## src/design/cache_pkg.sv

```systemverilog
package cache_pkg;

    // Word and address sizes
    localparam int data_w   = 16;
    localparam int addr_w   = 12;

    // Address split: tag | index | offset
    localparam int offset_w = 2;
    localparam int index_w  = 4;
    localparam int tag_w    = addr_w - index_w - offset_w;

    localparam int words_per_line = 4;
    localparam int num_lines      = 2 ** index_w;

    // Backing memory
    localparam int mem_wait   = 2;
    localparam int mem_words  = 2 ** addr_w;
    localparam int wait_cnt_w = $clog2(mem_wait + 1);

    typedef enum logic {
        OP_READ  = 1'b0,
        OP_WRITE = 1'b1
    } cache_op_e;

    // Miss sequence: write back, fill, wait, allocate or done
    typedef enum logic [2:0] {
        ST_IDLE        = 3'd0,
        ST_WRITE_BACK  = 3'd1,
        ST_FILL        = 3'd2,
        ST_FILL_WAIT   = 3'd3,
        ST_WRITE_ALLOC = 3'd4,
        ST_DONE        = 3'd5
    } ctrl_state_e;

endpackage
```

## src/design/cpu_resp_port.sv

```systemverilog
`timescale 1ns/1ps

module cpu_resp_port import cache_pkg::*; (
    input  logic                clk,
    input  logic                reset,
    input  logic                done,
    input  logic                done_hit,
    input  logic [data_w-1:0]   done_rdata,
    output logic                resp_valid,
    input  logic                resp_ready,
    output logic [data_w-1:0]   resp_rdata,
    output logic                resp_hit
);

    always_ff @(posedge clk) begin
        if (reset) begin
            resp_valid <= 1'b0;
        end else if (done) begin
            resp_valid <= 1'b1;
        end else if (resp_ready) begin
            resp_valid <= 1'b0;
        end
    end

    // Payload only moves on done, so it stays put under back-pressure
    always_ff @(posedge clk) begin
        if (done) begin
            resp_rdata <= done_rdata;
            resp_hit   <= done_hit;
        end
    end

endmodule

```

## config.mk

```make
export PLATFORM = sky130hd
export DESIGN_NAME = cpu_resp_port
export DESIGN_NICKNAME = d
export VERILOG_FILES = /design/src/design/cache_pkg.sv /design/src/design/cpu_resp_port.sv
export SDC_FILE = /design/constraint.sdc
export NUM_CORES = 1
export LEC_CHECK = 0
export BUFFER_PORTS_ARGS = -buffer_cell sky130_fd_sc_hd__buf_4
export CORE_MARGIN = 1.5
export CORE_UTILIZATION = 40
export DETAILED_ROUTE_END_ITERATION = 10
export PLACE_DENSITY = 0.83
export SYNTH_ARGS = -nofsm -noshare
export SYNTH_HDL_FRONTEND = slang
export SYNTH_SLANG_ARGS = --single-unit
```

## constraint.sdc

```tcl
create_clock -name clk -period 0.8 [get_ports clk]
set_input_delay 0.04 -clock clk [delete_from_list [all_inputs] [get_ports clk]]
set_output_delay 0.04 -clock clk [all_outputs]
set_load 0.005 [all_outputs]
```

Word-level counts from Yosys, hierarchy flattened
Cells that the tools add are included.
W data, S select, Z words.
{"block": "classes", "n_mux": 2, "n_reduce_logical": 1}
{"op": "$mux W1", "count": 2}
{"op": "$reduce_bool A2 Y1", "count": 1}
{"block": "totals", "register_bits": 18, "inputBits": 21, "out_inout_bits": 18, "word_cells": 6}

Longest topological paths before layout
{"block": "depth", "depth_word": 2, "ltp_mapped": 2, "depth_no_buf": 2}

Worst setup path before layout
No wires, ideal clock.
{"block": "synth_path", "kind": "reg2reg", "from": "reg, netlist name resp_valid", "to": "reg resp_valid", "arrival_ns": 0.501, "required_ns": 0.734, "slack_ns": 0.234, "stages_incl_launch_ff": 3, "path_buffers": 0, "cell_sequence": "dfxtp_1 nand2b_1 a21oi_2"}
{"element": "to (signal assigned)", "line_no": "cpu_resp_port.sv:17", "text": "resp_valid <= 1'b0;"}
{"element": "to (signal assigned)", "line_no": "cpu_resp_port.sv:19", "text": "resp_valid <= 1'b1;"}
{"element": "to (signal assigned)", "line_no": "cpu_resp_port.sv:21", "text": "resp_valid <= 1'b0;"}
{"element": "to (decl)", "line_no": "cpu_resp_port.sv:9", "text": "output logic resp_valid,"}

Worst setup path after layout
{"block": "layout_path", "from": "reg resp_rdata[7]", "to": "out resp_rdata[7]"}
{"element": "from (decl)", "line_no": "cpu_resp_port.sv:11", "text": "output logic [data_w-1:0] resp_rdata,"}
{"element": "from (signal assigned)", "line_no": "cpu_resp_port.sv:28", "text": "resp_rdata <= done_rdata;"}
No word-level cell between the ends.

==> summary.md <==
| Metric | Value |
|---|---|
| Startpoint type of the worst setup path | flop |
| Maximum clock insertion buffer count | 2 |
| Routed wirelength normalized by instance count | 13.1 um |
| Count of unresolved DRC violations after routing | 0 |
| Failing checks | negative setup slack |
| Post-synth ARST share | 0% |
| CP Buf/Inv Count | 1 |
| Mean post-synth cell area | 26.2 um^2 |
| Area of the mapped netlist | 549 um^2 |
| Leakage dissipation | 0.463 nW |
| Number of standard-cell rows in the floorplan | 13 |
| Placeable Area | 1280 um^2 |
| Total placed cells including tap cells | 74 |
| Inserted Clock Buffers | 3 |
| Gr ovfl total | 0 |
| CTS tree | yes |
| Largest cells by area after synthesis | edfxtp_1 93%, dfxtp_1 3.6%, a21oi_2 1.6%, nand2b_1 1.1%, inv_1 0.68% |
| Number of antenna violations at the first check in global routing | 0 |
| Clock latency reported for the late side of the worst-skew pair | 270 ps |
| DIE HEIGHT | 40.1 um |
| Commonest register cell after synthesis | edfxtp_1 |
| Post-synthesis adder-cell area fraction | 0% |
| Transition at the pin with the smallest max-transition slack | 205 ps |
| Worst slack at placement | 213 ps |
| Top-count cell post-synth | edfxtp_1 |
| Gate Count Post-Synth | 21 |
| N_diodes | 0 |
| Kind of cell adding the most delay to the critical path | flip-flops |
| Layout overhead on the synthesized area | 96.6% |
| Fmax | 1160 MHz |
| Level count of the clock H-tree | 1 |
| Critical path arrival | 820 ps |
| Peak per-stage delay on the critical path | 390 ps |
| Start-to-end type of the worst setup path | flop to output port |
| Setup total negative slack | -599 ps |
| Number of max-cap violations | 0 |
| Final worst hold slack | 32.9 ps |
| Setup-failing EPs final | 17 |
| Clock slew seen by the registers of the worst setup and hold paths | 100 ps |
| Switching fraction of total power | 18.9% |
| Non-filler cells in the finished layout | 96 |
| Fraction of the core area covered by cells at the end of the flow | 84.0% |
| Wirelength, routed | 1260 um |
| Max-slew violation count | 0 |
| Main combinational cell family by area after synthesis | compound AO/OA/AOI/OAI gates |
| Multiplexer fraction of the synthesized cell area | 0% |
| Total power divided by cell area | 1730 nW/um^2 |
| Number of global-route vias before repair | 386 |
| Synth Net Count | 42 |
| Pre-Repair DR Iteration Count | 4 |
| P_int | 0.00152 W |
| Area share of the leading cell type in the synthesized netlist | 92.9% |
| Syn. warnings | 0 |
| Number of enable-type register cells in the synthesized netlist | 17 |
| Total track usage | 15.5% |
| Cells along the critical path | buf_4 |
| Global-route wire length before repair | 1510 um |
| Number of primary I/O pins | 39 |
| Final clock skew | 0 ps |
| Share of the synthesized area in compound gates (AO/OA/AOI/OAI) | 1.59% |
| Gpl congestion | 0.608 |
| Crit path required time | 760 ps |
| Port Buffers | 38 |
| Combinational share of power | 15.9% |
| Top cells by instance count after synthesis | 17 x edfxtp_1, 1 x a21oi_2, 1 x dfxtp_1, 1 x inv_1, 1 x nand2b_1 |
| Critical path endpoint category | output port |
| Detail Route Antenna Nets | 0 |
| Maximum number of pins on one net before global-route repair | 19 |
| Clock sink count | 18 |
| Layout net count | 103 |
| Register share of total power | 60.7% |
| Sequential share of the synthesized area | 96.6% |
| Total number of vias | 409 |
| Root cell of the clock tree | clkbuf_4 |
| Final cycle utilization of the critical path | 107% |
| Unrepaired setup endpoints after global routing | true |
| Critical Path Slowest Stage Cell | edfxtp_1 |
| Worst rel slew slack | 86.3% |
| Vias per std cell | 4.26 |
| Proportion of layout cells with a drive suffix above 1 | 53.1% |
| Fill count | 64 |
| Cell accounting for the most synthesized area | edfxtp_1 |
| Worst Path Max Fanout | 1 |
| NetSw | 0.000353 W |
| Number of register bits inferred by synthesis | 18 |
| Run status | complete, but fails checks |
| Floorplan die area | 1600 um^2 |
| Min Clock Period, post-route | 858 ps |
| Share of total power in the clock network | 23.4% |
| Yosys cell types | 5 |
| First-iteration detailed-routing DRC count | 2 |
| Simple logic cell fraction of the synthesized area | 1.14% |
| Least setup slack across all paths after layout | -58.4 ps |
| Path class of the lowest-slack min-delay path | input pin to flop |
| Synthesized-area fraction occupied by xor and xnor cells | 0% |
| Count of final hold-check violations | 0 |
| Initial standard-cell utilization of the core | 42.7% |
| Worst ir drop on vdd | 1160 uV |
| Horizontal die dimension | 40.1 um |
-- through the flow --
step / area (um^2) / power, W
final: 1080 / 0.00187
after global routing: 1080 / 0.00196
after global placement: 853 / 0.00136
after detailed placement: 853 / 0.00136
after CTS: 1060 / 0.00187
after floorplan: 549 / 0.00117
-- final timing paths --
| kind | from | to | slack, ps | depth (start not counted) |
|---|---|---|---|---|
| max | resp_rdata[7]$_DFFE_PP_ | resp_rdata[7] | -60 | 1 |
| min | resp_ready | resp_valid$_SDFFE_PP0P_ | 30 | 3 |
| max reg2reg | resp_valid$_SDFFE_PP0P_ | resp_valid$_SDFFE_PP0P_ | 210 | 2 |
| min reg2reg | resp_valid$_SDFFE_PP0P_ | resp_valid$_SDFFE_PP0P_ | 490 | 2 |
-- flip-flops by register name, indices dropped and copies added (netlist names) --
register / flops
resp_hit: 1
resp_rdata: 16
resp_valid: 1
-- placed cells by master (no fill, tap or decap) --
cell type	netlist	final
clkbuf_1	0	1
dlygate4sd3_1	0	18
a21oi_2	1	1
edfxtp_1	17	17
buf_6	0	5
nand2b_1	1	1
dfxtp_2	0	1
inv_1	1	1
clkbuf_4	0	3
buf_4	0	33
-- cell type report --
cell class	count	area (um^2)	area share (%)
Clock buffer	4	26.3	2.43
Inverter	1	3.75	0.348
Multi-Input combinational cell	2	15.0	1.39
Sequential cell	18	532	49.2
Tap cell	15	18.8	1.74
Timing Repair Buffer	56	484	44.8
-- kinds of logic after synthesis --
kind of cell / count (synthesis)
AOI/OAI and AO/OA: 1
buffers and inverters: 1
DFF: 18
and+or+nand+nor: 1
-- layer usage --
layer	vias up	wire length, um	track usage (%)
met5	-	0	0
met4	0	0	7.76
met3	0	101	3.33
met2	28	706	29.8
met1	180	450	15.2
li1	201	-	-
-- repair_timing --
action / CTS / global route
setup buffers: 0 / 0
gates resized for setup: 0 / 6
hold buffers: 18 / 0
setup endpoints to repair: 17 / 18
pin swaps: 0 / 0
hold endpoints to repair: 18 / 0
-- power by group through the flow --
| stage | Clock, W | Combinational [W] | Sequential [W] |
|---|---|---|---|
| 6_report | 0.000438 | 0.000297 | 0.00113 |
| 5_1_grt | 0.000501 | 0.000320 | 0.00114 |
| 4_1_cts | 0.000455 | 0.000282 | 0.00113 |
| 3_5_place_dp | 0 | 0.000212 | 0.00115 |
| 3_3_place_gp | 0 | 0.000206 | 0.00115 |
| 2_1_floorplan | 0 | 0.00000566 | 0.00116 |
(Power assumes the default switching activity.)
