[src/design/cache_pkg.sv]
package cache_pkg;

    // Word and address sizes
    localparam int data_w   = 16;
    localparam int addr_w   = 12;

    // Address split: tag | index | offset
    localparam int offset_w = 2;
    localparam int index_w  = 4;
    localparam int tag_w    = addr_w - index_w - offset_w;

    localparam int words_per_line = 4;
    localparam int num_lines      = 2 ** index_w;

    // Backing memory
    localparam int mem_wait   = 2;
    localparam int mem_words  = 2 ** addr_w;
    localparam int wait_cnt_w = $clog2(mem_wait + 1);

    typedef enum logic {
        OP_READ  = 1'b0,
        OP_WRITE = 1'b1
    } cache_op_e;

    // Miss sequence: write back, fill, wait, allocate or done
    typedef enum logic [2:0] {
        ST_IDLE        = 3'd0,
        ST_WRITE_BACK  = 3'd1,
        ST_FILL        = 3'd2,
        ST_FILL_WAIT   = 3'd3,
        ST_WRITE_ALLOC = 3'd4,
        ST_DONE        = 3'd5
    } ctrl_state_e;

endpackage
[src/design/cpu_req_port.sv]
`timescale 1ns/1ps

module cpu_req_port import cache_pkg::*; (
    input  logic                clk,
    input  logic                reset,
    input  logic                req_valid,
    output logic                req_ready,
    input  cache_op_e           req_op,
    input  logic [addr_w-1:0]   req_addr,
    input  logic [data_w-1:0]   req_wdata,
    input  logic                resp_valid,
    input  logic                done,
    output logic                pend_valid,
    output cache_op_e           pend_op,
    output logic [addr_w-1:0]   pend_addr,
    output logic [data_w-1:0]   pend_wdata
);

    logic accept;

    // A blocked response also blocks new requests
    assign req_ready = !pend_valid && !resp_valid;
    assign accept    = req_valid && req_ready;

    always_ff @(posedge clk) begin
        if (reset) begin
            pend_valid <= 1'b0;
        end else if (accept) begin
            pend_valid <= 1'b1;
        end else if (done) begin
            pend_valid <= 1'b0;
        end
    end

    // Held until the controller reports done
    always_ff @(posedge clk) begin
        if (accept) begin
            pend_op    <= req_op;
            pend_addr  <= req_addr;
            pend_wdata <= req_wdata;
        end
    end

endmodule

[config.mk]
export PLATFORM = sky130hd
export DESIGN_NAME = cpu_req_port
export DESIGN_NICKNAME = d
export VERILOG_FILES = /design/src/design/cache_pkg.sv /design/src/design/cpu_req_port.sv
export SDC_FILE = /design/constraint.sdc
export NUM_CORES = 1
export LEC_CHECK = 0
export BUFFER_PORTS_ARGS = -buffer_cell sky130_fd_sc_hd__buf_2
export CAP_MARGIN = 10
export CORE_MARGIN = 2
export CORE_UTILIZATION = 25
export DETAILED_ROUTE_END_ITERATION = 8
export GPL_ROUTABILITY_DRIVEN = 1
export HOLD_SLACK_MARGIN = 0.08
export PLACE_DENSITY = 0.62
export SLEW_MARGIN = 5
export SYNTH_ARGS = -nofsm -noshare
export SYNTH_HDL_FRONTEND = slang
export SYNTH_SLANG_ARGS = --single-unit
[constraint.sdc]
create_clock -name clk -period 2.2 [get_ports clk]
set_clock_uncertainty 0.2 [all_clocks]
set_input_delay 0.55 -clock clk [delete_from_list [all_inputs] [get_ports clk]]
set_output_delay 0.55 -clock clk [all_outputs]
set_load 0.1 [all_outputs]
# Word level (Yosys, flattened, before mapping)
# Index checks and enable logic that the tools add are counted.
# word_totals
input_bits	34
regBits	30
out_inout_bits	31
word_cells	11
# op_classes
reduce_logical	5
n_mux	2
# ops
op	n
logical AND 1 bit	2
zero test 1 bit	2
2-to-1 mux 1 bit	2
nonzero test 2 bit	1

# Longest topological paths before layout
# depth
ltp_word	4
ltp_mapped	2
mapped_depth_nobuf	2

# Worst setup path before layout
# OpenSTA, ideal clock, no wires.
# synth_timing
path_kind	flip-flop to output port
start	register pend_valid
end	output port req_ready
path_stages_with_launch	2
t_arrival_ps	2075
path_buffers	0
required_ps	1450
path_slack_ps	-625
cell_sequence	dfxtp_1 nor2_1
# synth_via
elab_chain_cells	2
# synth_rtl
item	line_no	rtl
start, declared	cpu_req_port.sv:13	output logic pend_valid,
start signal, assigned	cpu_req_port.sv:27	pend_valid <= 1'b0;
start signal, assigned	cpu_req_port.sv:29	pend_valid <= 1'b1;
start signal, assigned	cpu_req_port.sv:31	pend_valid <= 1'b0;
zero test 1 bit	cpu_req_port.sv:22	assign req_ready = !pend_valid && !resp_valid;
logical AND 1 bit	cpu_req_port.sv:22	
end, declared	cpu_req_port.sv:7	output logic req_ready,
# No other way between the ends.

# Worst setup path in the final report
# layout_timing
start	register pend_valid
end	output port pend_valid
# No word-level cell between the ends.

==> results.md <==
- The max-slew violation total from the final report is 0.
- In this run the number of H-tree levels came out at 2.
- TritonCTS created 5 clock buffers.
- The routed layout has 592 vias.
- Data on the critical path is required at its endpoint by 1.45 ns.
- The core area is around 3600 µm².
- The hold-critical path depth is 1.
- Setup slack on the worst reg-to-reg path comes out at 0.88 ns.
- Measured against its own limit, the worst slew margin works out to ~67%.
- For this configuration, the core starts out at a cell density of between 20 and 30%.
- The flow ran to the end, and the final reports show no timing, DRC or antenna violations.
- Dividing the detail-routed via count by the number of cells gives 3.79.
- From left edge to right edge, the die measures around 65 µm.
- The worst setup path is captured at an output pin.
- In this run the critical register-to-register path is captured at pend_addr[3].
- Leaving out fill and tap cells, the most frequent cell in the layout is sky130_fd_sc_hd__buf_2.
- Buffers placed on the I/O ports in this run total 64.
- The post-synthesis simple-gate area fraction is 2.44%.
- After Yosys synthesis, XOR and XNOR cells account for 0% of the synthesized area.
- IR analysis of the VDD net gives a maximum drop of about 0.00046 V.
- Net switching is roughly 29% of the power.
- The net load switching power is 391 µW.
- The number of antenna diodes in the final layout is 0.
- The number of global-route vias before repair came to slightly above 600.
- The total leakage power is 0.000618 µW.
- The clock period could shrink to 1.87 ns.
- The die area is roughly 4200 µm².
- The worst setup path is launched from a flop.
- In this run the worst path has a maximum fanout of 4.
- After synthesis, the cell types taking the most area are sky130_fd_sc_hd__edfxtp_1, sky130_fd_sc_hd__dfxtp_1, sky130_fd_sc_hd__nor3b_2.
- Leaving out fill and tap cells, the most frequent cells in the layout are sky130_fd_sc_hd__buf_2, sky130_fd_sc_hd__edfxtp_1, sky130_fd_sc_hd__clkbuf_8.
- The first detailed-routing pass took 4 iterations.
- After the last flow step, the layout net total stands at about 140.
- The signal on the critical path passes through buf_2.
- The floorplan has 22 rows.
- The logic gate share of total power is between 10% and 20%.
- The main combinational cell family by area after synthesis is simple AND/OR/NAND/NOR gates.
- In the global route stage, overall resource usage came out at under 10%.
- Each instance of the synthesized netlist takes up on average around 27 µm².
- The synthesized-area fraction occupied by ao, oa, aoi and oai cells is 1.08%.
- The number of cells after detailed placement is 148.
- The worst hold path terminates at pend_op.
- The design draws ~1300 µW.
- The clock net in this run drives a total of 30 sinks.
- The number of different library cells in the post-synthesis netlist is 6.
- The longest clock path from root to sink contains 2 buffers.
- Setup slack closes at around 0.33 ns.
- The cell count after synthesis came out at 34.
- The final hold violation count was 0.
- The power density normalized to cell area is slightly above 900 nW/µm².
- The classification of the worst setup path is reg -> out.
- The clock tree from TritonCTS is yes.
- The data arrival time of the critical path is approximately 1.1 ns.
- The final standard cell count with taps included and fillers excluded is 156.
- The max-capacitance violation count is 0.
- The number of warnings printed during yosys synthesis is 0.
- Final hold analysis gives a worst-case slack of between 0.2 and 0.3 ns.
- At the pin with the least slew margin, the transition time is just under 0.5 ns.
- The class of the worst hold path is in -> reg.
- The wire length of the first global-routing pass is between 2000 and 3000 µm.
- The setup slack at placement is 0.485 ns.
- The start of the worst register-to-register path is pend_valid.
- The fraction of layout instances using a drive strength above 1 is 70.4%.
- Measured along the y axis, the die boundary spans 64.8 µm.
- The total negative slack for setup checks is 0 ns.
- The count of nets left with antenna violations once routing finished came out at 0.
- Global routing finished with a remaining overflow of 0.
- The highest-delay cell along the critical path is sky130_fd_sc_hd__buf_2.
- For the worst-skew pair, the clock arrives at the later sink with an insertion delay of 0.27 ns.
- The hold path startpoint is req_op.
- Setup repair after global routing left no endpoint under its margin.
- The critical path's top delay family is buffers and inverters.
- The per-cell routed wire length is approximately 12 µm.
- The post-cts repair resize count is 0.
- For the worst flop-to-flop path, the logic depth is 2.
- Counting both buffers and inverters, the worst setup path holds a total of 1.
- In this run the post-CTS setup repair buffer count came out at 0.
- Summing every instance area after synthesis gives a little over 900 µm².
- The weighted congestion at the end of routability-driven global placement is between 0.6 and 0.7.
- The synthesized netlist devotes 0% of its cell area to adder and majority cells.
- The number of remaining DRC errors is 0.
- The number of storage elements in the synthesis netlist is 30.
- The share of the synthesized area in the top cell type is 94.3%.
- The violation count after the first detailed-route iteration is 9.
- Of the total power, registers draw about 49%.
- The final cycle utilization of the critical path is ~85%.
- The clock network is responsible for 31.8% of the overall power.
- In this design, the stage delay of the slowest critical-path cell is between 0.4 and 0.5 ns.
- The dominant cell type by area after synthesis is sky130_fd_sc_hd__edfxtp_1.
- Cell internal power was estimated by the tool at between 900 and 1000 µW.
- The multiplexer share of the synthesized area is 0%.
- Wires add up to 1840 µm.
- The clock root buffer is sky130_fd_sc_hd__clkbuf_8.
- The number of nets in the synthesized netlist is 68.
- Clock-pin slew was measured on the worst setup and hold paths at around 0.060 ns.
- Pin placement for this block handled 65 I/O pins.
- Compared with the post-synthesis result, the final layout area differs by 56.0%.
- The initial antenna violation count is 0.
- Setup violations remaining at the end of the flow were counted as 0.
- For this run, the top clock speed supported by timing is around 0.54 GHz.
- The count of hold-fix buffers inserted at cts is 0.
- The largest net degree at the start of global routing is 18.
- The share of the Yosys chip area taken by registers is 96.5%.
[per-layer routing]
layer	GRT usage (%)	up-vias	share of wire, %
met2	14.0	50	45
met3	7.29	0	16
met5	0	-	0
met1	10.0	263	38
met4	4.79	0	0
li1	-	279	-
[power by group through the flow]
stage / logic (µW) / clock network [µW] / registers, µW
global route: 262 / 471 / 666
finish: 254 / 428 / 664
detailed placement: 256 / 0 / 676
global placement: 253 / 0 / 676
CTS: 255 / 447 / 664
floorplan: 23.3 / 0 / 847
[kinds of logic after synthesis]
kind of cell,after synthesis
flops,30
simple gates,3
compound gates,1
[worst max path at each step]
stage	start	to	depth (start not counted)
finish	pend_valid	pend_valid	1
detailed placement	resp_valid	req_ready	3
CTS	pend_valid	pend_valid	1
floorplan	pend_valid	pend_addr[0]	1
global route	pend_valid	pend_valid	1
global placement	resp_valid	req_ready	3
[through the flow]
| stage | util (%) | area (µm²) |
|---|---|---|
| 3_3_place_gp | 37.4 | 1350 |
| 4_1_cts | 39.9 | 1440 |
| 3_5_place_dp | 37.4 | 1350 |
| 5_1_grt | 39.9 | 1440 |
| 6_report | 39.9 | 1440 |
| 2_1_floorplan | - | 938 |
[layout make-up]
class / count / area [µm²]
Fill cell: 334 / 2170
Sequential cell: 30 / 892
Timing Repair Buffer: 66 / 350
Clock buffer: 7 / 86.3
Tap cell: 48 / 60.1
Multi-Input combinational cell: 4 / 46.3
Clock inverter: 1 / 5.00
[cell usage after synthesis]
cell type                  instances
sky130_fd_sc_hd__edfxtp_1         29
sky130_fd_sc_hd__nor3b_2           1
sky130_fd_sc_hd__nor2b_1           1
sky130_fd_sc_hd__dfxtp_1           1
sky130_fd_sc_hd__nor2_1            1
sky130_fd_sc_hd__o21ba_1           1
[sequential cells by signal, indices dropped and copies added, names as in the netlist]
signal,cells
pend_wdata,16
pend_valid,1
pend_addr,12
pend_op,1
No activity file was read; power rests on OpenSTA's default activity.
