<file path="config.mk">
export PLATFORM = sky130hd
export DESIGN_NAME = cache_array_flat
export DESIGN_NICKNAME = d
export VERILOG_FILES = /design/src/design/cache_pkg.sv /design/src/design/cache_array_if.sv /design/src/design/cache_array.sv /design/src/flat_wrapper.sv
export SDC_FILE = /design/constraint.sdc
export NUM_CORES = 1
export LEC_CHECK = 0
export BUFFER_PORTS_ARGS = -buffer_cell sky130_fd_sc_hd__buf_2
export CAP_MARGIN = 20
export CORE_MARGIN = 2
export CORE_UTILIZATION = 55
export CTS_BUF_LIST = sky130_fd_sc_hd__clkbuf_8
export CTS_CLUSTER_SIZE = 40
export DETAILED_ROUTE_END_ITERATION = 8
export GPL_TIMING_DRIVEN = 0
export PLACE_DENSITY = 0.75
export SETUP_SLACK_MARGIN = 0.4
export SYNTH_ARGS = -nofsm -noshare
export SYNTH_HDL_FRONTEND = slang
export SYNTH_SLANG_ARGS = --single-unit
</file>
<file path="constraint.sdc">
create_clock -name clk -period 2.91 [get_ports clk]
set_input_delay 0.582 -clock clk [delete_from_list [all_inputs] [get_ports clk]]
set_output_delay 0.582 -clock clk [all_outputs]
set_load 0.01 [all_outputs]
</file>
<file path="src/design/cache_pkg.sv">
package cache_pkg;

    // Word and address sizes
    localparam int data_w   = 16;
    localparam int addr_w   = 12;

    // Address split: tag | index | offset
    localparam int offset_w = 2;
    localparam int index_w  = 4;
    localparam int tag_w    = addr_w - index_w - offset_w;

    localparam int words_per_line = 4;
    localparam int num_lines      = 2 ** index_w;

    // Backing memory
    localparam int mem_wait   = 2;
    localparam int mem_words  = 2 ** addr_w;
    localparam int wait_cnt_w = $clog2(mem_wait + 1);

    typedef enum logic {
        OP_READ  = 1'b0,
        OP_WRITE = 1'b1
    } cache_op_e;

    // Miss sequence: write back, fill, wait, allocate or done
    typedef enum logic [2:0] {
        ST_IDLE        = 3'd0,
        ST_WRITE_BACK  = 3'd1,
        ST_FILL        = 3'd2,
        ST_FILL_WAIT   = 3'd3,
        ST_WRITE_ALLOC = 3'd4,
        ST_DONE        = 3'd5
    } ctrl_state_e;

endpackage
</file>
<file path="src/design/cache_array_if.sv">
`timescale 1ns/1ps

interface cache_array_if import cache_pkg::*; ();

    // Controller to array
    logic [index_w-1:0]  index;
    logic [offset_w-1:0] offset;
    logic [tag_w-1:0]    tag_in;
    logic [data_w-1:0]   wdata;
    logic                comp;
    logic                write;
    logic                valid_in;
    logic                dirty_in;

    // Array to controller, combinational from index and offset
    logic                hit;
    logic                valid;
    logic                dirty;
    logic [tag_w-1:0]    tag_out;
    logic [data_w-1:0]   rdata;

    modport controller (
        output index, offset, tag_in, wdata, comp, write, valid_in, dirty_in,
        input  hit, valid, dirty, tag_out, rdata
    );

    modport array (
        input  index, offset, tag_in, wdata, comp, write, valid_in, dirty_in,
        output hit, valid, dirty, tag_out, rdata
    );

endinterface

</file>
<file path="src/design/cache_array.sv">
`timescale 1ns/1ps

module cache_array import cache_pkg::*; (
    input  logic          clk,
    input  logic          reset,
    cache_array_if.array  arr
);

    logic [tag_w-1:0]     tag_mem  [num_lines];
    logic [data_w-1:0]    data_mem [num_lines][words_per_line];
    logic [num_lines-1:0] valid_bits;
    logic [num_lines-1:0] dirty_bits;
    logic                 tag_match;

    assign arr.valid   = valid_bits[arr.index];
    assign arr.dirty   = dirty_bits[arr.index];
    assign arr.tag_out = tag_mem[arr.index];
    assign arr.rdata   = data_mem[arr.index][arr.offset];

    assign tag_match = (tag_mem[arr.index] == arr.tag_in);
    assign arr.hit   = arr.comp && valid_bits[arr.index] && tag_match;

    // Line state
    always_ff @(posedge clk) begin
        if (reset) begin
            valid_bits <= '0;
            dirty_bits <= '0;
        end else if (arr.write) begin
            dirty_bits[arr.index] <= arr.dirty_in;
            if (!arr.comp) begin
                valid_bits[arr.index] <= arr.valid_in;
            end
        end
    end

    // Fill writes also replace the tag
    always_ff @(posedge clk) begin
        if (arr.write) begin
            data_mem[arr.index][arr.offset] <= arr.wdata;
            if (!arr.comp) begin
                tag_mem[arr.index] <= arr.tag_in;
            end
        end
    end

endmodule

</file>
<file path="src/flat_wrapper.sv">
// flat-port wrapper written by rule: the top's interface ports become plain ports
module cache_array_flat import cache_pkg::*;
  (clk, reset, arr_index, arr_offset, arr_tag_in, arr_wdata, arr_comp, arr_write, arr_valid_in, arr_dirty_in, arr_hit, arr_valid, arr_dirty, arr_tag_out, arr_rdata);
  cache_array_if arr_i ();
  input  logic clk;
  input  logic reset;
  input wire logic [$bits(arr_i.index)-1:0] arr_index;
  input wire logic [$bits(arr_i.offset)-1:0] arr_offset;
  input wire logic [$bits(arr_i.tag_in)-1:0] arr_tag_in;
  input wire logic [$bits(arr_i.wdata)-1:0] arr_wdata;
  input wire logic [$bits(arr_i.comp)-1:0] arr_comp;
  input wire logic [$bits(arr_i.write)-1:0] arr_write;
  input wire logic [$bits(arr_i.valid_in)-1:0] arr_valid_in;
  input wire logic [$bits(arr_i.dirty_in)-1:0] arr_dirty_in;
  output wire logic [$bits(arr_i.hit)-1:0] arr_hit;
  output wire logic [$bits(arr_i.valid)-1:0] arr_valid;
  output wire logic [$bits(arr_i.dirty)-1:0] arr_dirty;
  output wire logic [$bits(arr_i.tag_out)-1:0] arr_tag_out;
  output wire logic [$bits(arr_i.rdata)-1:0] arr_rdata;
  assign arr_i.index = arr_index;
  assign arr_i.offset = arr_offset;
  assign arr_i.tag_in = arr_tag_in;
  assign arr_i.wdata = arr_wdata;
  assign arr_i.comp = arr_comp;
  assign arr_i.write = arr_write;
  assign arr_i.valid_in = arr_valid_in;
  assign arr_i.dirty_in = arr_dirty_in;
  assign arr_hit = arr_i.hit;
  assign arr_valid = arr_i.valid;
  assign arr_dirty = arr_i.dirty;
  assign arr_tag_out = arr_i.tag_out;
  assign arr_rdata = arr_i.rdata;
  cache_array u_core (.clk(clk), .reset(reset), .arr(arr_i));
endmodule
</file>
**After elaboration in Yosys (flattened, before gate mapping)**

Memory sizes are Yosys's and may differ from the RTL's.
Index checks and enable logic that the tools add are counted.

- Register bits after elaboration: 32
- Memory bits (writable): 1120
- Input port bits: 34
- Output and inout port bits: 25
- Word-level logic and storage cells: 34
- Memories: 2

- Magnitude comparators: 4
- Equal/unequal tests: 1
- Muxes and demuxes: 18
- Bitwise operators: 2
- Reductions and logical operators: 5

Memory list:

| name | depth | bits a word | rd ports | clocked after memory_dff | wr ports | line | RTL |
|---|---|---|---|---|---|---|---|
| u_core.data_mem | 16 | 64 | 1 | 0 | 1 | cache_array.sv:10 | `logic [data_w-1:0] data_mem [num_lines][words_per_line];` |
| u_core.tag_mem | 16 | 6 | 1 | 0 | 1 | cache_array.sv:9 | `logic [tag_w-1:0] tag_mem [num_lines];` |

Operators with widths:

| cell | number |
|---|---|
| 2-to-1 mux 64 bit | 1 |
| 2-to-1 mux 16 bit | 3 |
| binary-select mux 16 bit (select 2 bit) | 1 |
| bitwise mux 16 bit | 2 |
| demux 16 bit (select 2 bit) | 1 |
| binary-select mux 1 bit (select 4 bit) | 2 |
| 2-to-1 mux 1 bit | 7 |
| == test 6 bit | 1 |
| < comparator 4 x 5 -> 1 bit (second input constant) | 1 |
| demux 1 bit (select 4 bit) | 1 |
| greater-or-equal comparator 4 x 1 -> 1 bit (second input constant) | 1 |
| logical AND 1 bit | 4 |
| greater-or-equal comparator 3 bit (second input constant) | 1 |
| < comparator 3 x 1 -> 1 bit (second input constant) | 1 |
| NOT 2 -> 3 bit | 1 |
| AND reduction 2 bit | 1 |
| NOT 1 bit | 1 |

**Longest topological paths before layout**

- Word-level depth: 6
- Gate-level depth with buffers: 10

**Worst setup path before layout**

No wires, ideal clock.

- Kind: input-to-output
- Start point: input arr_index[1]
- End point: output arr_rdata[10]
- Data arrival time: 2440 ps
- Required time: 2328 ps
- Path slack: -112 ps
- Cell stages on the path: 8
- Cells stage by stage: buf_2 buf_6 buf_2 buf_1 mux4_2 mux4_2 a22oi_1 nand2_1

- Cells in the longest elaborated chain, start to end: 4

RTL lines:

| element | line | RTL |
|---|---|---|
| start, declared | flat_wrapper.sv:7 | `input wire logic [$bits(arr_i.index)-1:0] arr_index;` |
| memory (16 x 64 bit) | n/a |  |
| binary-select mux 16 bit (select 2 bit) | cache_array.sv:18 | `assign arr.rdata = data_mem[arr.index][arr.offset];` |
| 2-to-1 mux 16 bit (not written as such) (2 in a row) | cache_array.sv:18 |  |
| end, declared | flat_wrapper.sv:19 | `output wire logic [$bits(arr_i.rdata)-1:0] arr_rdata;` |

Every way passes these cells. The select of a mux whose other input is x is not followed.

**Final worst setup path**

- Start point: memory u_core.data_mem[11][61] (netlist bit)
- End point: output arr_rdata[13]

- Cells in the longest elaborated chain, start to end: 4

RTL lines:

| element | line |
|---|---|
| start, declared | cache_array.sv:10 |
| memory (16 x 64 bit) | n/a |
| binary-select mux 16 bit (select 2 bit) | cache_array.sv:18 |
| 2-to-1 mux 16 bit (not written as such) (2 in a row) | cache_array.sv:18 |

Every way passes these cells. The select of a mux whose other input is x is not followed.

==> metrics.yaml <==
yosys:
  synthesis.area_mm2: 0.0444
  synth-seq-cells: 1152
  synth-simple-area-share: 0.0191
  syn-num-nets: 1950
  ys_async_sr_fraction: 0
  synth.distinct_cells: 34
  synth-compound-area-share: 0.00898
  synth-xor-area-share: 0.00197
  synth_top_family_by_area: "multiplexers"
  synth-edff-count: 1120
  synth.area.mux_share: 0.185
  synth_area_leaders: "edfxtp_1 (76%), mux4_2 (18%), dfxtp_1 (1.4%)"
  synth.avg_cell_area_um2: 23.2
  netlist_instances: 1916
  synth_ff_type: "edfxtp_1"
  synth_fa_ha_area_frac: 0
  ys.warnings.count: 0
  ys_seq_area_frac: 0.771
  synth_top_area_frac: 0.757
  yosys.area.top_type: "edfxtp_1"
timing:
  max-slew-margin-rel: 0.247
  timing.hold.ws_ns: 0.0870
  fmax_mhz: 281
  finClkSkew_ns: 0
  final.setup.worst_slack_ns: -0.653
  period_share: 1.22
  drv_slew: 0
  setup_viol: 18
  hold_violations: 0
  grt_setup_unrepaired: "true"
  fin_crit_ns: 3.56
  worst_slew_pin_slew_ns: 1.13
placed_design:
  place_congestion: 0.998
  dp.cells: 3041
  dpl_cell_area_mm2: 0.0469
  dp_slack_ns: -1.10
  portBuffers: 52
  hpwl_um: 68100
clocking:
  numCtsBuffers: 177
  cts_tree: "done"
  cts_buffer_depth: 3
  cts.clk_slew.worst_paths_ns: 0.06
  cts_sinks: 1152
  cts-root-buf: "clkbuf_8"
  cts-htree-levels: 4
  insertion_delay_ns: 0.82
global_routing:
  antenna_found_initial: 4
  grt_remaining_overflow: 0
  grt_pass1_vias: 21615
  grt_usage: 0.255
  grt_pass1_wl_um: 149000
  grt_max_degree: 65
die:
  die_area_mm2: 0.0831
  initial_core_util: 0.553
  coreArea_mm2: 0.0803
  rows: 104
  io_pins: 59
  die_w_um: 288
  die_h_um: 288
finish:
  instances_no_fill: 3382
  fin_nets: 2217
  multi_input_area_mm2: 0.0104
  drive_gt1_frac: 0.383
  area_growth_pct: 15.4
  final_util: 0.639
  fill_cells: 5009
  fin_area_mm2: 0.0513
  seq_area_mm2: 0.0343
run:
  max_cap_viol_count: 0
routing:
  firstDrtPassIters: 9
  drt-wirelength-per-cell_um: 30.7
  vias_per_cell: 6.38
  num_vias: 21575
  drc: 2
  drtIter0Drc: 2730
  antenna_left: 0
  routed_wl_um: 104000
status:
  failed_checks: "DRC, setup timing"
  run_status: "complete, but fails checks"
hold_path:
  hp-class: "in -> reg"
worst_setup_path:
  setup.worst_path.class: "reg -> out"
  crit_path_max_fanout: 1
  end_kind: "output port"
  startpoint_type: "flip-flop"
  critPathArrivalTime_ns: 2.98
  required_ns: 2.33
power_and_ir_drop:
  p_leak_nw: 16.2
  peakVddDrop_v: 0.000407
  p_per_area_mw_per_mm2: 641
## what timing repair did
action                                 CTS  global route
hold buffers                             1             0
pin swaps                               19            27
setup endpoints to repair              581           431
cloned                                   0             0
resized for setup                      118            58
endpoints found under the hold margin    2             0
buffers inserted                         1            11
## cells by family after synthesis
family                 count (synthesis)
multiplexers                         383
AND/OR/NAND/NOR                      198
buffers and inverters                112
XOR/XNOR                              10
flip-flops                          1152
AO/OA/AOI/OAI                         61
## sequential cells by signal, summed over array words and instances (netlist names)
register / count
u_core.tag_mem: 96
u_core.dirty_bits: 16
u_core.valid_bits: 16
u_core.data_mem: 1024
## cells in the final DEF (no fill, tap or decap), types with 20 or more instances in the layout
cell type  count
buf_2         48
nand2_2       22
mux4_2       351
edfxtp_1    1120
dfxtp_1       30
nor2_4        63
clkinv_1      39
buf_6         22
mux2i_1       24
nor2_1        24
clkbuf_1      20
nand2_1       33
inv_1         62
buf_4         26
clkbuf_8     191
buf_12        40
## metrics by stage
stage | setup TNS [ns] | power [W]
after floorplan | 0 | 0.0198
after global placement | -523.18 | 0.0206
after detailed placement | -522.22 | 0.0206
after CTS | -9.31 | 0.0330
after global routing | -9.96 | 0.0338
final | -8.96 | 0.0329
## report_power, final
part | internal (W) | leakage [nW] | switching (W)
Sequential | 0.0183 | 10.3 | 0.0000294
Combinational | 0.000868 | 3.93 | 0.00127
Clock | 0.00625 | 1.89 | 0.00616
Total | 0.0254 | 16.2 | 0.00746
## final timing paths
path / cells after the start / endpoint / from / slack (ns)
setup / recovery: 5 / arr_rdata[13] / u_core.data_mem[11][61] / -0.65
hold / removal: 3 / u_core.valid_bits[0] / arr_valid_in / 0.09
setup reg to reg: 2 / u_core.valid_bits[3] / u_core.valid_bits[3] / 2.23
hold reg to reg: 2 / u_core.dirty_bits[4] / u_core.dirty_bits[4] / 0.46
## area by class of cell
class,instances,area share
timing repair buffer,88,0.0192
tap,1060,0.0259
multi-input combinational,652,0.202
antenna,2,0.0000976
clock inverter,135,0.0146
inverter,1,0.000122
clock buffer,181,0.0486
sequential,1152,0.668
buffer,111,0.0209
## Yosys cell counts, types with 2 or more instances
| cell | number |
|---|---|
| nand3_1 | 18 |
| mux2i_1 | 32 |
| nand3b_1 | 2 |
| a21oi_1 | 20 |
| and2_1 | 4 |
| o21ai_0 | 4 |
| xnor2_1 | 7 |
| a22oi_1 | 33 |
| mux4_2 | 351 |
| buf_6 | 14 |
| buf_1 | 10 |
| nand2_1 | 55 |
| clkbuf_1 | 41 |
| buf_4 | 8 |
| nand2b_1 | 2 |
| nor2_1 | 101 |
| xor2_1 | 3 |
| nor3_1 | 2 |
| nor2b_1 | 7 |
| edfxtp_1 | 1120 |
| dfxtp_1 | 32 |
| buf_2 | 38 |
## per-layer routing
layer  up-vias  wire length (um)  global-route usage
met1     11415             39900               0.352
met5         -                46                   0
met4         6              3870               0.101
li1       8703                 -                   -
met2      1236             49700               0.390
met3       215             10500              0.0744
## worst max-delay path, stage by stage, from the launching register on
cell      delay, ns
edfxtp_1       0.37
mux4_2         0.53
mux4_2         0.55
a22oi_1        0.32
nand2_1        0.20
buf_2          0.19
Note: power is estimated with default switching activity, not from simulation.
