<file path="config.mk">
export PLATFORM = sky130hd
export DESIGN_NAME = cache_controller_flat
export DESIGN_NICKNAME = d
export VERILOG_FILES = /design/src/design/cache_pkg.sv /design/src/design/mem_if.sv /design/src/design/cache_array_if.sv /design/src/design/cache_controller.sv /design/src/flat_wrapper.sv
export SDC_FILE = /design/constraint.sdc
export NUM_CORES = 1
export LEC_CHECK = 0
export BUFFER_PORTS_ARGS = -buffer_cell sky130_fd_sc_hd__buf_2
export CAP_MARGIN = 20
export CORE_ASPECT_RATIO = 0.6
export CORE_MARGIN = 2
export CORE_UTILIZATION = 32
export CTS_BUF_LIST = sky130_fd_sc_hd__clkbuf_8 sky130_fd_sc_hd__clkbuf_16
export DETAILED_ROUTE_END_ITERATION = 10
export HOLD_SLACK_MARGIN = 0.1
export PLACE_DENSITY = 0.82
export SETUP_SLACK_MARGIN = 0.4
export SYNTH_ARGS = -nofsm -noshare
export SYNTH_HDL_FRONTEND = slang
export SYNTH_SLANG_ARGS = --single-unit
</file>
<file path="constraint.sdc">
create_clock -name clk -period 1.65 [get_ports clk]
set_input_delay 0.2475 -clock clk [delete_from_list [all_inputs] [get_ports clk]]
set_output_delay 0.2475 -clock clk [all_outputs]
set_load 0.02 [all_outputs]
</file>
<file path="src/design/cache_pkg.sv">
package cache_pkg;

    // Word and address sizes
    localparam int data_w   = 16;
    localparam int addr_w   = 12;

    // Address split: tag | index | offset
    localparam int offset_w = 2;
    localparam int index_w  = 4;
    localparam int tag_w    = addr_w - index_w - offset_w;

    localparam int words_per_line = 4;
    localparam int num_lines      = 2 ** index_w;

    // Backing memory
    localparam int mem_wait   = 2;
    localparam int mem_words  = 2 ** addr_w;
    localparam int wait_cnt_w = $clog2(mem_wait + 1);

    typedef enum logic {
        OP_READ  = 1'b0,
        OP_WRITE = 1'b1
    } cache_op_e;

    // Miss sequence: write back, fill, wait, allocate or done
    typedef enum logic [2:0] {
        ST_IDLE        = 3'd0,
        ST_WRITE_BACK  = 3'd1,
        ST_FILL        = 3'd2,
        ST_FILL_WAIT   = 3'd3,
        ST_WRITE_ALLOC = 3'd4,
        ST_DONE        = 3'd5
    } ctrl_state_e;

endpackage
</file>
<file path="src/design/mem_if.sv">
`timescale 1ns/1ps

interface mem_if import cache_pkg::*; ();

    logic                read_mem;
    logic                write_mem;
    logic [addr_w-1:0]   addr;
    logic [data_w-1:0]   wdata;

    // Word completes when a request is up and stall is low
    logic [data_w-1:0]   rdata;
    logic                stall;

    modport controller (
        output read_mem, write_mem, addr, wdata,
        input  rdata, stall
    );

    modport memory (
        input  read_mem, write_mem, addr, wdata,
        output rdata, stall
    );

endinterface

</file>
<file path="src/design/cache_array_if.sv">
`timescale 1ns/1ps

interface cache_array_if import cache_pkg::*; ();

    // Controller to array
    logic [index_w-1:0]  index;
    logic [offset_w-1:0] offset;
    logic [tag_w-1:0]    tag_in;
    logic [data_w-1:0]   wdata;
    logic                comp;
    logic                write;
    logic                valid_in;
    logic                dirty_in;

    // Array to controller, combinational from index and offset
    logic                hit;
    logic                valid;
    logic                dirty;
    logic [tag_w-1:0]    tag_out;
    logic [data_w-1:0]   rdata;

    modport controller (
        output index, offset, tag_in, wdata, comp, write, valid_in, dirty_in,
        input  hit, valid, dirty, tag_out, rdata
    );

    modport array (
        input  index, offset, tag_in, wdata, comp, write, valid_in, dirty_in,
        output hit, valid, dirty, tag_out, rdata
    );

endinterface

</file>
<file path="src/design/cache_controller.sv">
`timescale 1ns/1ps

module cache_controller import cache_pkg::*; (
    input  logic                clk,
    input  logic                reset,
    input  logic                pend_valid,
    input  cache_op_e           pend_op,
    input  logic [addr_w-1:0]   pend_addr,
    input  logic [data_w-1:0]   pend_wdata,
    output logic                done,
    output logic                done_hit,
    output logic [data_w-1:0]   done_rdata,
    cache_array_if.controller   arr,
    mem_if.controller           mem
);

    ctrl_state_e         state;
    ctrl_state_e         next_state;
    logic [offset_w-1:0] word_cnt;
    logic                cnt_clr;
    logic                cnt_inc;
    logic                last_word;
    logic                is_write;
    logic                filling;
    logic                line_phase;
    logic [tag_w-1:0]    pend_tag;
    logic [index_w-1:0]  pend_index;
    logic [offset_w-1:0] pend_offset;

    assign {pend_tag, pend_index, pend_offset} = pend_addr;

    assign is_write   = (pend_op == OP_WRITE);
    assign last_word  = (word_cnt == offset_w'(words_per_line - 1));
    assign filling    = (state == ST_FILL) || (state == ST_FILL_WAIT);
    assign line_phase = filling || (state == ST_WRITE_BACK);

    always_ff @(posedge clk) begin
        if (reset) begin
            state    <= ST_IDLE;
            word_cnt <= '0;
        end else begin
            state <= next_state;
            if (cnt_clr) begin
                word_cnt <= '0;
            end else if (cnt_inc) begin
                word_cnt <= word_cnt + 1'b1;
            end
        end
    end

    // Address and data steering
    assign arr.index  = pend_index;
    assign arr.tag_in = pend_tag;
    assign arr.offset = line_phase ? word_cnt : pend_offset;
    assign arr.wdata  = filling ? mem.rdata : pend_wdata;
    assign mem.wdata  = arr.rdata;
    assign mem.addr   = (state == ST_WRITE_BACK) ? {arr.tag_out, pend_index, word_cnt}
                                                 : {pend_tag, pend_index, word_cnt};

    // Writes answer with the stored word
    assign done_rdata = is_write ? pend_wdata : arr.rdata;

    always_comb begin
        next_state    = state;
        cnt_clr       = 1'b0;
        cnt_inc       = 1'b0;
        arr.comp      = 1'b0;
        arr.write     = 1'b0;
        arr.valid_in  = 1'b0;
        arr.dirty_in  = 1'b0;
        mem.read_mem  = 1'b0;
        mem.write_mem = 1'b0;
        done          = 1'b0;
        done_hit      = 1'b0;

        case (state)
            ST_IDLE: begin
                cnt_clr = 1'b1;
                if (pend_valid) begin
                    arr.comp = 1'b1;
                    if (arr.hit) begin
                        done         = 1'b1;
                        done_hit     = 1'b1;
                        arr.write    = is_write;
                        arr.dirty_in = 1'b1;
                    end else if (arr.valid && arr.dirty) begin
                        next_state = ST_WRITE_BACK;
                    end else begin
                        next_state = ST_FILL;
                    end
                end
            end
            ST_WRITE_BACK: begin
                mem.write_mem = 1'b1;
                if (!mem.stall) begin
                    cnt_inc = 1'b1;
                    if (last_word) begin
                        cnt_clr    = 1'b1;
                        next_state = ST_FILL;
                    end
                end
            end
            ST_FILL, ST_FILL_WAIT: begin
                mem.read_mem = 1'b1;
                arr.valid_in = 1'b1;
                if (!mem.stall) begin
                    arr.write = 1'b1;
                    cnt_inc   = 1'b1;
                    if (last_word) begin
                        cnt_clr    = 1'b1;
                        next_state = is_write ? ST_WRITE_ALLOC : ST_DONE;
                    end else begin
                        next_state = ST_FILL;
                    end
                end else begin
                    next_state = ST_FILL_WAIT;
                end
            end
            ST_WRITE_ALLOC: begin
                // Line is resident now, store the word and mark dirty
                arr.comp     = 1'b1;
                arr.write    = 1'b1;
                arr.dirty_in = 1'b1;
                done         = 1'b1;
                next_state   = ST_IDLE;
            end
            ST_DONE: begin
                done       = 1'b1;
                next_state = ST_IDLE;
            end
            default: begin
                next_state = ST_IDLE;
            end
        endcase
    end

endmodule

</file>
<file path="src/flat_wrapper.sv">
// flat-port wrapper written by rule: the top's interface ports become plain ports
module cache_controller_flat import cache_pkg::*;
  (clk, reset, pend_valid, pend_op, pend_addr, pend_wdata, done, done_hit, done_rdata, arr_index, arr_offset, arr_tag_in, arr_wdata, arr_comp, arr_write, arr_valid_in, arr_dirty_in, arr_hit, arr_valid, arr_dirty, arr_tag_out, arr_rdata, mem_read_mem, mem_write_mem, mem_addr, mem_wdata, mem_rdata, mem_stall);
  cache_array_if arr_i ();
  mem_if mem_i ();
  input  logic clk;
  input  logic reset;
  input  logic pend_valid;
  input  cache_op_e pend_op;
  input  logic [addr_w-1:0] pend_addr;
  input  logic [data_w-1:0] pend_wdata;
  output logic done;
  output logic done_hit;
  output logic [data_w-1:0] done_rdata;
  output wire logic [$bits(arr_i.index)-1:0] arr_index;
  output wire logic [$bits(arr_i.offset)-1:0] arr_offset;
  output wire logic [$bits(arr_i.tag_in)-1:0] arr_tag_in;
  output wire logic [$bits(arr_i.wdata)-1:0] arr_wdata;
  output wire logic [$bits(arr_i.comp)-1:0] arr_comp;
  output wire logic [$bits(arr_i.write)-1:0] arr_write;
  output wire logic [$bits(arr_i.valid_in)-1:0] arr_valid_in;
  output wire logic [$bits(arr_i.dirty_in)-1:0] arr_dirty_in;
  input wire logic [$bits(arr_i.hit)-1:0] arr_hit;
  input wire logic [$bits(arr_i.valid)-1:0] arr_valid;
  input wire logic [$bits(arr_i.dirty)-1:0] arr_dirty;
  input wire logic [$bits(arr_i.tag_out)-1:0] arr_tag_out;
  input wire logic [$bits(arr_i.rdata)-1:0] arr_rdata;
  output wire logic [$bits(mem_i.read_mem)-1:0] mem_read_mem;
  output wire logic [$bits(mem_i.write_mem)-1:0] mem_write_mem;
  output wire logic [$bits(mem_i.addr)-1:0] mem_addr;
  output wire logic [$bits(mem_i.wdata)-1:0] mem_wdata;
  input wire logic [$bits(mem_i.rdata)-1:0] mem_rdata;
  input wire logic [$bits(mem_i.stall)-1:0] mem_stall;
  assign arr_index = arr_i.index;
  assign arr_offset = arr_i.offset;
  assign arr_tag_in = arr_i.tag_in;
  assign arr_wdata = arr_i.wdata;
  assign arr_comp = arr_i.comp;
  assign arr_write = arr_i.write;
  assign arr_valid_in = arr_i.valid_in;
  assign arr_dirty_in = arr_i.dirty_in;
  assign arr_i.hit = arr_hit;
  assign arr_i.valid = arr_valid;
  assign arr_i.dirty = arr_dirty;
  assign arr_i.tag_out = arr_tag_out;
  assign arr_i.rdata = arr_rdata;
  assign mem_read_mem = mem_i.read_mem;
  assign mem_write_mem = mem_i.write_mem;
  assign mem_addr = mem_i.addr;
  assign mem_wdata = mem_i.wdata;
  assign mem_i.rdata = mem_rdata;
  assign mem_i.stall = mem_stall;
  cache_controller u_core (.clk(clk), .reset(reset), .pend_valid(pend_valid), .pend_op(pend_op), .pend_addr(pend_addr), .pend_wdata(pend_wdata), .done(done), .done_hit(done_hit), .done_rdata(done_rdata), .arr(arr_i), .mem(mem_i));
endmodule
</file>
# Word-level counts from Yosys, hierarchy flattened
# Index checks and enable logic that the tools add are counted.
op_classes:
  addsub: 1
  mul: 0
  n_div: 0
  order_cmp: 0
  n_eq_ne: 10
  shift: 0
  mux: 30
  bitwise_logic: 0
  n_reduce_logical: 9
op_table:
  columns: ["operator", "count"]
  rows:
  - ["$mux 16", 2]
  - ["$mux 3", 6]
  - ["$mux 1", 13]
  - ["$mux 12", 1]
  - ["$pmux 3 s3", 1]
  - ["$pmux 1 s2", 4]
  - ["$eq 3x2->1 const B", 2]
  - ["$eq 3x3->1 const B", 2]
  - ["$ne 2x2->1 const B", 3]
  - ["$reduce_or 2->1", 3]
  - ["$mux 2", 2]
  - ["$reduce_and 4->1", 1]
  - ["$eq 3x1->1 const B", 1]
  - ["$logic_not 3->1", 1]
  - ["$pmux 1 s3", 1]
  - ["$reduce_or 3->1", 1]
  - ["$add 2x1->2 const B", 1]
  - ["$eq 2x2->1 const B", 1]
  - ["$logic_or 1x1->1", 2]
  - ["$ne 2x1->1 const B", 1]
  - ["$logic_and 1x1->1", 1]
word_totals:
  ff_bits: 5
  latchBits: 0
  mem_bits_rw: 0
  romBits: 0
  in_bits: 74
  output_inout_bits: 80
  wordCells: 52
  mem_count: 0

# Longest topological paths before layout
logic_depth:
  depth_word: 5
  ltp_mapped: 6
  mapped_depth_nobuf: 5

# Least setup slack after synthesis
# Ideal clock, no wire load.
synth_path:
  path_kind: "reg-to-output"
  from: "reg u_core.state[1]"
  to: "out arr_write"
  arrival_ns: 1.580
  required_ns: 1.402
  slack_ns: -0.178
  stages_incl_launch_ff: 5
  n_path_buf: 1
  path_cell_list: "dfxtp_1 buf_6 nor4_1 a222oi_1 inv_1"
synth_between:
  elab_chain_len: 3
  word_cells_on_any_way: 6
  classes_between: "eq/ne (3); mux (1); reduce/logical (2)"
synth_lines:
  columns: ["item", "line_no", "rtl"]
  rows:
  - ["start: declaration", "cache_controller.sv:17", "ctrl_state_e state;"]
  - ["start signal: assignment", "cache_controller.sv:42", "state <= next_state;"]
  - ["$eq 3x2->1", "cache_controller.sv:76", "case (state)"]
  - ["$reduce_or 2->1", "cache_controller.sv:76", null]
  - ["$pmux 1 s3 (*)", "cache_controller.sv:76", null]
  - ["end: declaration", "flat_wrapper.sv:20", "output wire logic [$bits(arr_i.write)-1:0] arr_write;"]
# Every way passes the cells marked *; elsewhere a longest branch is shown, timed or not.

# Final worst setup path
layout_path:
  from: "reg u_core.state[1]"
  to: "out mem_addr[11]"
layout_between:
  elab_chain_len: 2
layout_lines:
  columns: ["item", "line_no", "rtl"]
  rows:
  - ["$eq 3x1->1", "cache_controller.sv:57", "assign mem.addr = (state == ST_WRITE_BACK) ? {arr.tag_out, pend_index, word_cnt}"]
  - ["$mux 12", "cache_controller.sv:57", null]
  - ["end: declaration", "flat_wrapper.sv:30", "output wire logic [$bits(mem_i.addr)-1:0] mem_addr;"]
# No other way between the ends.

==> key figures <==
Status
  • Outcome: finished, violations left
  • Violated checks: negative setup slack

Floorplan
  • Core area: 0.00334 mm²
  • Die W: 81.4 µm
  • # rows: 16
  • DIE AREA: 0.00411 mm²
  • Starting density of the core: 0.344
  • Chip height: 50.5 µm
  • IO Count: 154

Placement
  • Hpwl dp: 3050 µm
  • Cell count after placement: 276
  • Gp weighted congestion: 0.766
  • Port Buffers: 141
  • Pre-CTS setup slack: 0.116 ns

Setup path
  • Most used cell, CP: buf_6
  • Crit. End Element: output port
  • RR Endpoint: u_core.state[0]
  • CP peak stage delay: 0.35 ns
  • FF-to-FF Start: u_core.state[1]
  • Crit path max fanout: 5
  • Cells along the critical path: buf_6 -> nor2_4 -> and2_4 -> buf_6 -> mux2_4 -> buf_6
  • Critical Path Start: u_core.state[1]
  • WS Path Type: flop to output port
  • Crit-path slowest cell: dfxtp_4
  • R2r setup slk: 0.30 ns
  • Crit start category: flop
  • Worst path arrival time: 1.50 ns
  • WP data required: 1.40 ns
  • Worst setup endpoint: mem_addr[11]
  • Worst Reg-to-Reg Cells: 7

STA
  • RSZ-0062 raised after global routing: true
  • Clock Skew: 0.00150 ns
  • F_max: 0.572 GHz
  • Setup ws final: -0.0975 ns
  • Min cycle time layout: 1.75 ns
  • Max Slew Vio Count: 0
  • Worst slew margin: 0.815
  • Final setup vio count: 22
  • Hold WS: 0.262 ns
  • Final Hold Fails: 0
  • Tcrit/Tclk final: 1.06
  • Least-Margin Pin Slew: 0.275 ns

Routing
  • Drt via density: 4.58
  • DRC: 0
  • 1st-iter DRT viols: 21
  • DRT Wirelength: 4360 µm
  • Detail Route Antenna Nets: 0
  • Total number of vias: 1,359
  • Pre-Repair DR Iteration Count: 6
  • WL per Instance: 14.7 µm

CTS
  • Clock latency on the worst-skew pair: 0.23 ns
  • CTS hold repair buffers: 0
  • Cts bufs inserted: 3
  • TritonCTS clock tree: done
  • Worst-path clk slew: 0.04 ns
  • Clock Path Buffers: 2
  • CTS root buffer: clkbuf_8
  • CTS H-tree lvls: 1
  • Clk sinks: 5

Power and ir drop
  • Sequential power share: 0.098
  • Clock network power share: 0.156
  • Total power: 1.48 mW
  • Net Sw Power: 0.584 mW
  • Max VDD drop: 0.000318 V
  • Combinational Power Share: 0.746
  • Switching Fraction: 0.393
  • PD cells: 658 mW/mm²
  • Int Power: 0.901 mW
  • Leak: 1.21 nW

Layout
  • Antenna Cells: 0
  • Post-Layout Cell Count: 297
  • Share of cells above drive strength 1: 0.893
  • Nets: 329
  • Area grow syn2layout: 96.0%
  • Final-layout fill cell count: 270

Logic synthesis
  • Cells after Synth: 121
  • Mapped Nets: 197
  • Warnings, synthesis: 0
  • Seq cells post-synth: 5
  • Number of flops mapped to enable cells by yosys: 0
  • Async S/R FF share, synth: 0
  • Mapped cell area: 0.00115 mm²
  • Synth top area cells: mux2_2 25%, buf_4 20%, mux2_4 18%
  • Cell variety after synth: 31
  • Share of the synthesized area in the top cell type: 0.254
  • Seq/Total Area, Yosys: 0.0870
  • Top FF cell, synth: dfxtp_1
  • Yosys top cell by area: mux2_2
  • Post-synth top cells: 31 x buf_4, 26 x mux2_2, 14 x mux2_4, 8 x nor2_1, 5 x dfxtp_1
  • Mean Syn Cell Area: 9.51 µm²
  • Most common cell in the netlist: buf_4

GRT
  • First-pass GRT wire length: 6000 µm
  • Number of global-route vias before repair: 1,290
  • Grt met1 use: 0.208
  • Met2 Track Usage GR: 0.389
  • GR Overflow Total: 0
  • Largest net degree at the start of global routing: 19
  • Gr usage total: 0.195
  • Initial antenna violation count: 0
  • GR peak layer: met2
  • GRT met3 Usage: 0.0414

Flow run
  • MaxCap Viol Count: 0

Hold path
  • Hold Crit Class: primary input to flop
## layer usage
metal / wire length [µm] / vias to the layer above
met2: 2450 / 67
li1: - / 663
met4: 27 / 0
met5: 0 / -
met3: 305 / 5
met1: 1570 / 624
## how the worst min path moves through the flow
stage,from,endpoint,slack (ns),cells after the start
global placement,reset,u_core.word_cnt[0],0.48,2
floorplan,reset,u_core.word_cnt[0],0.32,1
global route,reset,u_core.state[2],0.26,2
finish,reset,u_core.state[2],0.26,2
detailed placement,reset,u_core.state[2],0.49,2
CTS,reset,u_core.state[2],0.25,2
## per-stage QoR
step | setup TNS [ns] | util | cell area (µm²)
finish | -0.758 | 0.675 | 2260
global route | -1.92 | 0.675 | 2260
CTS | -0.551 | 0.649 | 2170
detailed placement | 0 | 0.511 | 1710
global placement | 0 | 0.511 | 1710
floorplan | 0 | - | 1180
## cell families after synthesis
family / Yosys count / synth area share
compound gates: 11 / 0.0641
fa+ha+maj: 2 / 0.0217
buf+inv: 39 / 0.261
flops: 5 / 0.0870
mux: 41 / 0.446
simple gates: 23 / 0.121
## sequential cells by signal, summed over array words and instances (netlist names)
signal	count
u_core.word_cnt	2
u_core.state	3
## timing repair
| action | in CTS | in global routing |
|---|---|---|
| setup buffers | 10 | 5 |
| pin swaps | 4 | 1 |
| gates cloned | 2 | 0 |
| gates resized for setup | 91 | 12 |
| endpoints found under the setup margin | 48 | 35 |
## area by class of cell
cell class                      count  area (µm²)  area share
Clock buffer                        3        41.3      0.0183
Tap cell                           45        56.3      0.0250
Inverter                            1        3.75     0.00166
Timing Repair Buffer              165        1180       0.522
Multi-Input combinational cell     77         862       0.382
Clock inverter                      1        3.75     0.00166
Sequential cell                     5         111      0.0494
## critical path: cells and delay by family (launching register included)
| kind | cells | cell delay (ns) |
|---|---|---|
| mux | 1 | 0.30 |
| simple gates | 2 | 0.24 |
| buf+inv | 3 | 0.36 |
| flops | 1 | 0.35 |
## cell usage in the layout, fill, tap and decap left out, drive strengths merged
master    n
nor2      9
dfxtp     5
nand3b    1
nor3      1
o21a      2
a21oi     3
nand2b    3
nor2b     2
a211o     1
mux2     40
a211oi    1
mux2i     1
nor3b     1
a222oi    1
inv       2
ha        2
nand2     1
nor4      3
and2      1
and3b     1
buf     165
a21o      1
clkbuf    3
o21ai     2
## power by group through the flow
stage | logic (mW) | registers [mW] | clock network, mW
2_1_floorplan | 0.582 | 0.149 | 0
3_3_place_gp | 0.757 | 0.148 | 0
3_5_place_dp | 0.769 | 0.148 | 0
4_1_cts | 1.05 | 0.145 | 0.234
5_1_grt | 1.17 | 0.147 | 0.248
6_report | 1.11 | 0.146 | 0.232
(Power assumes the default switching activity.)
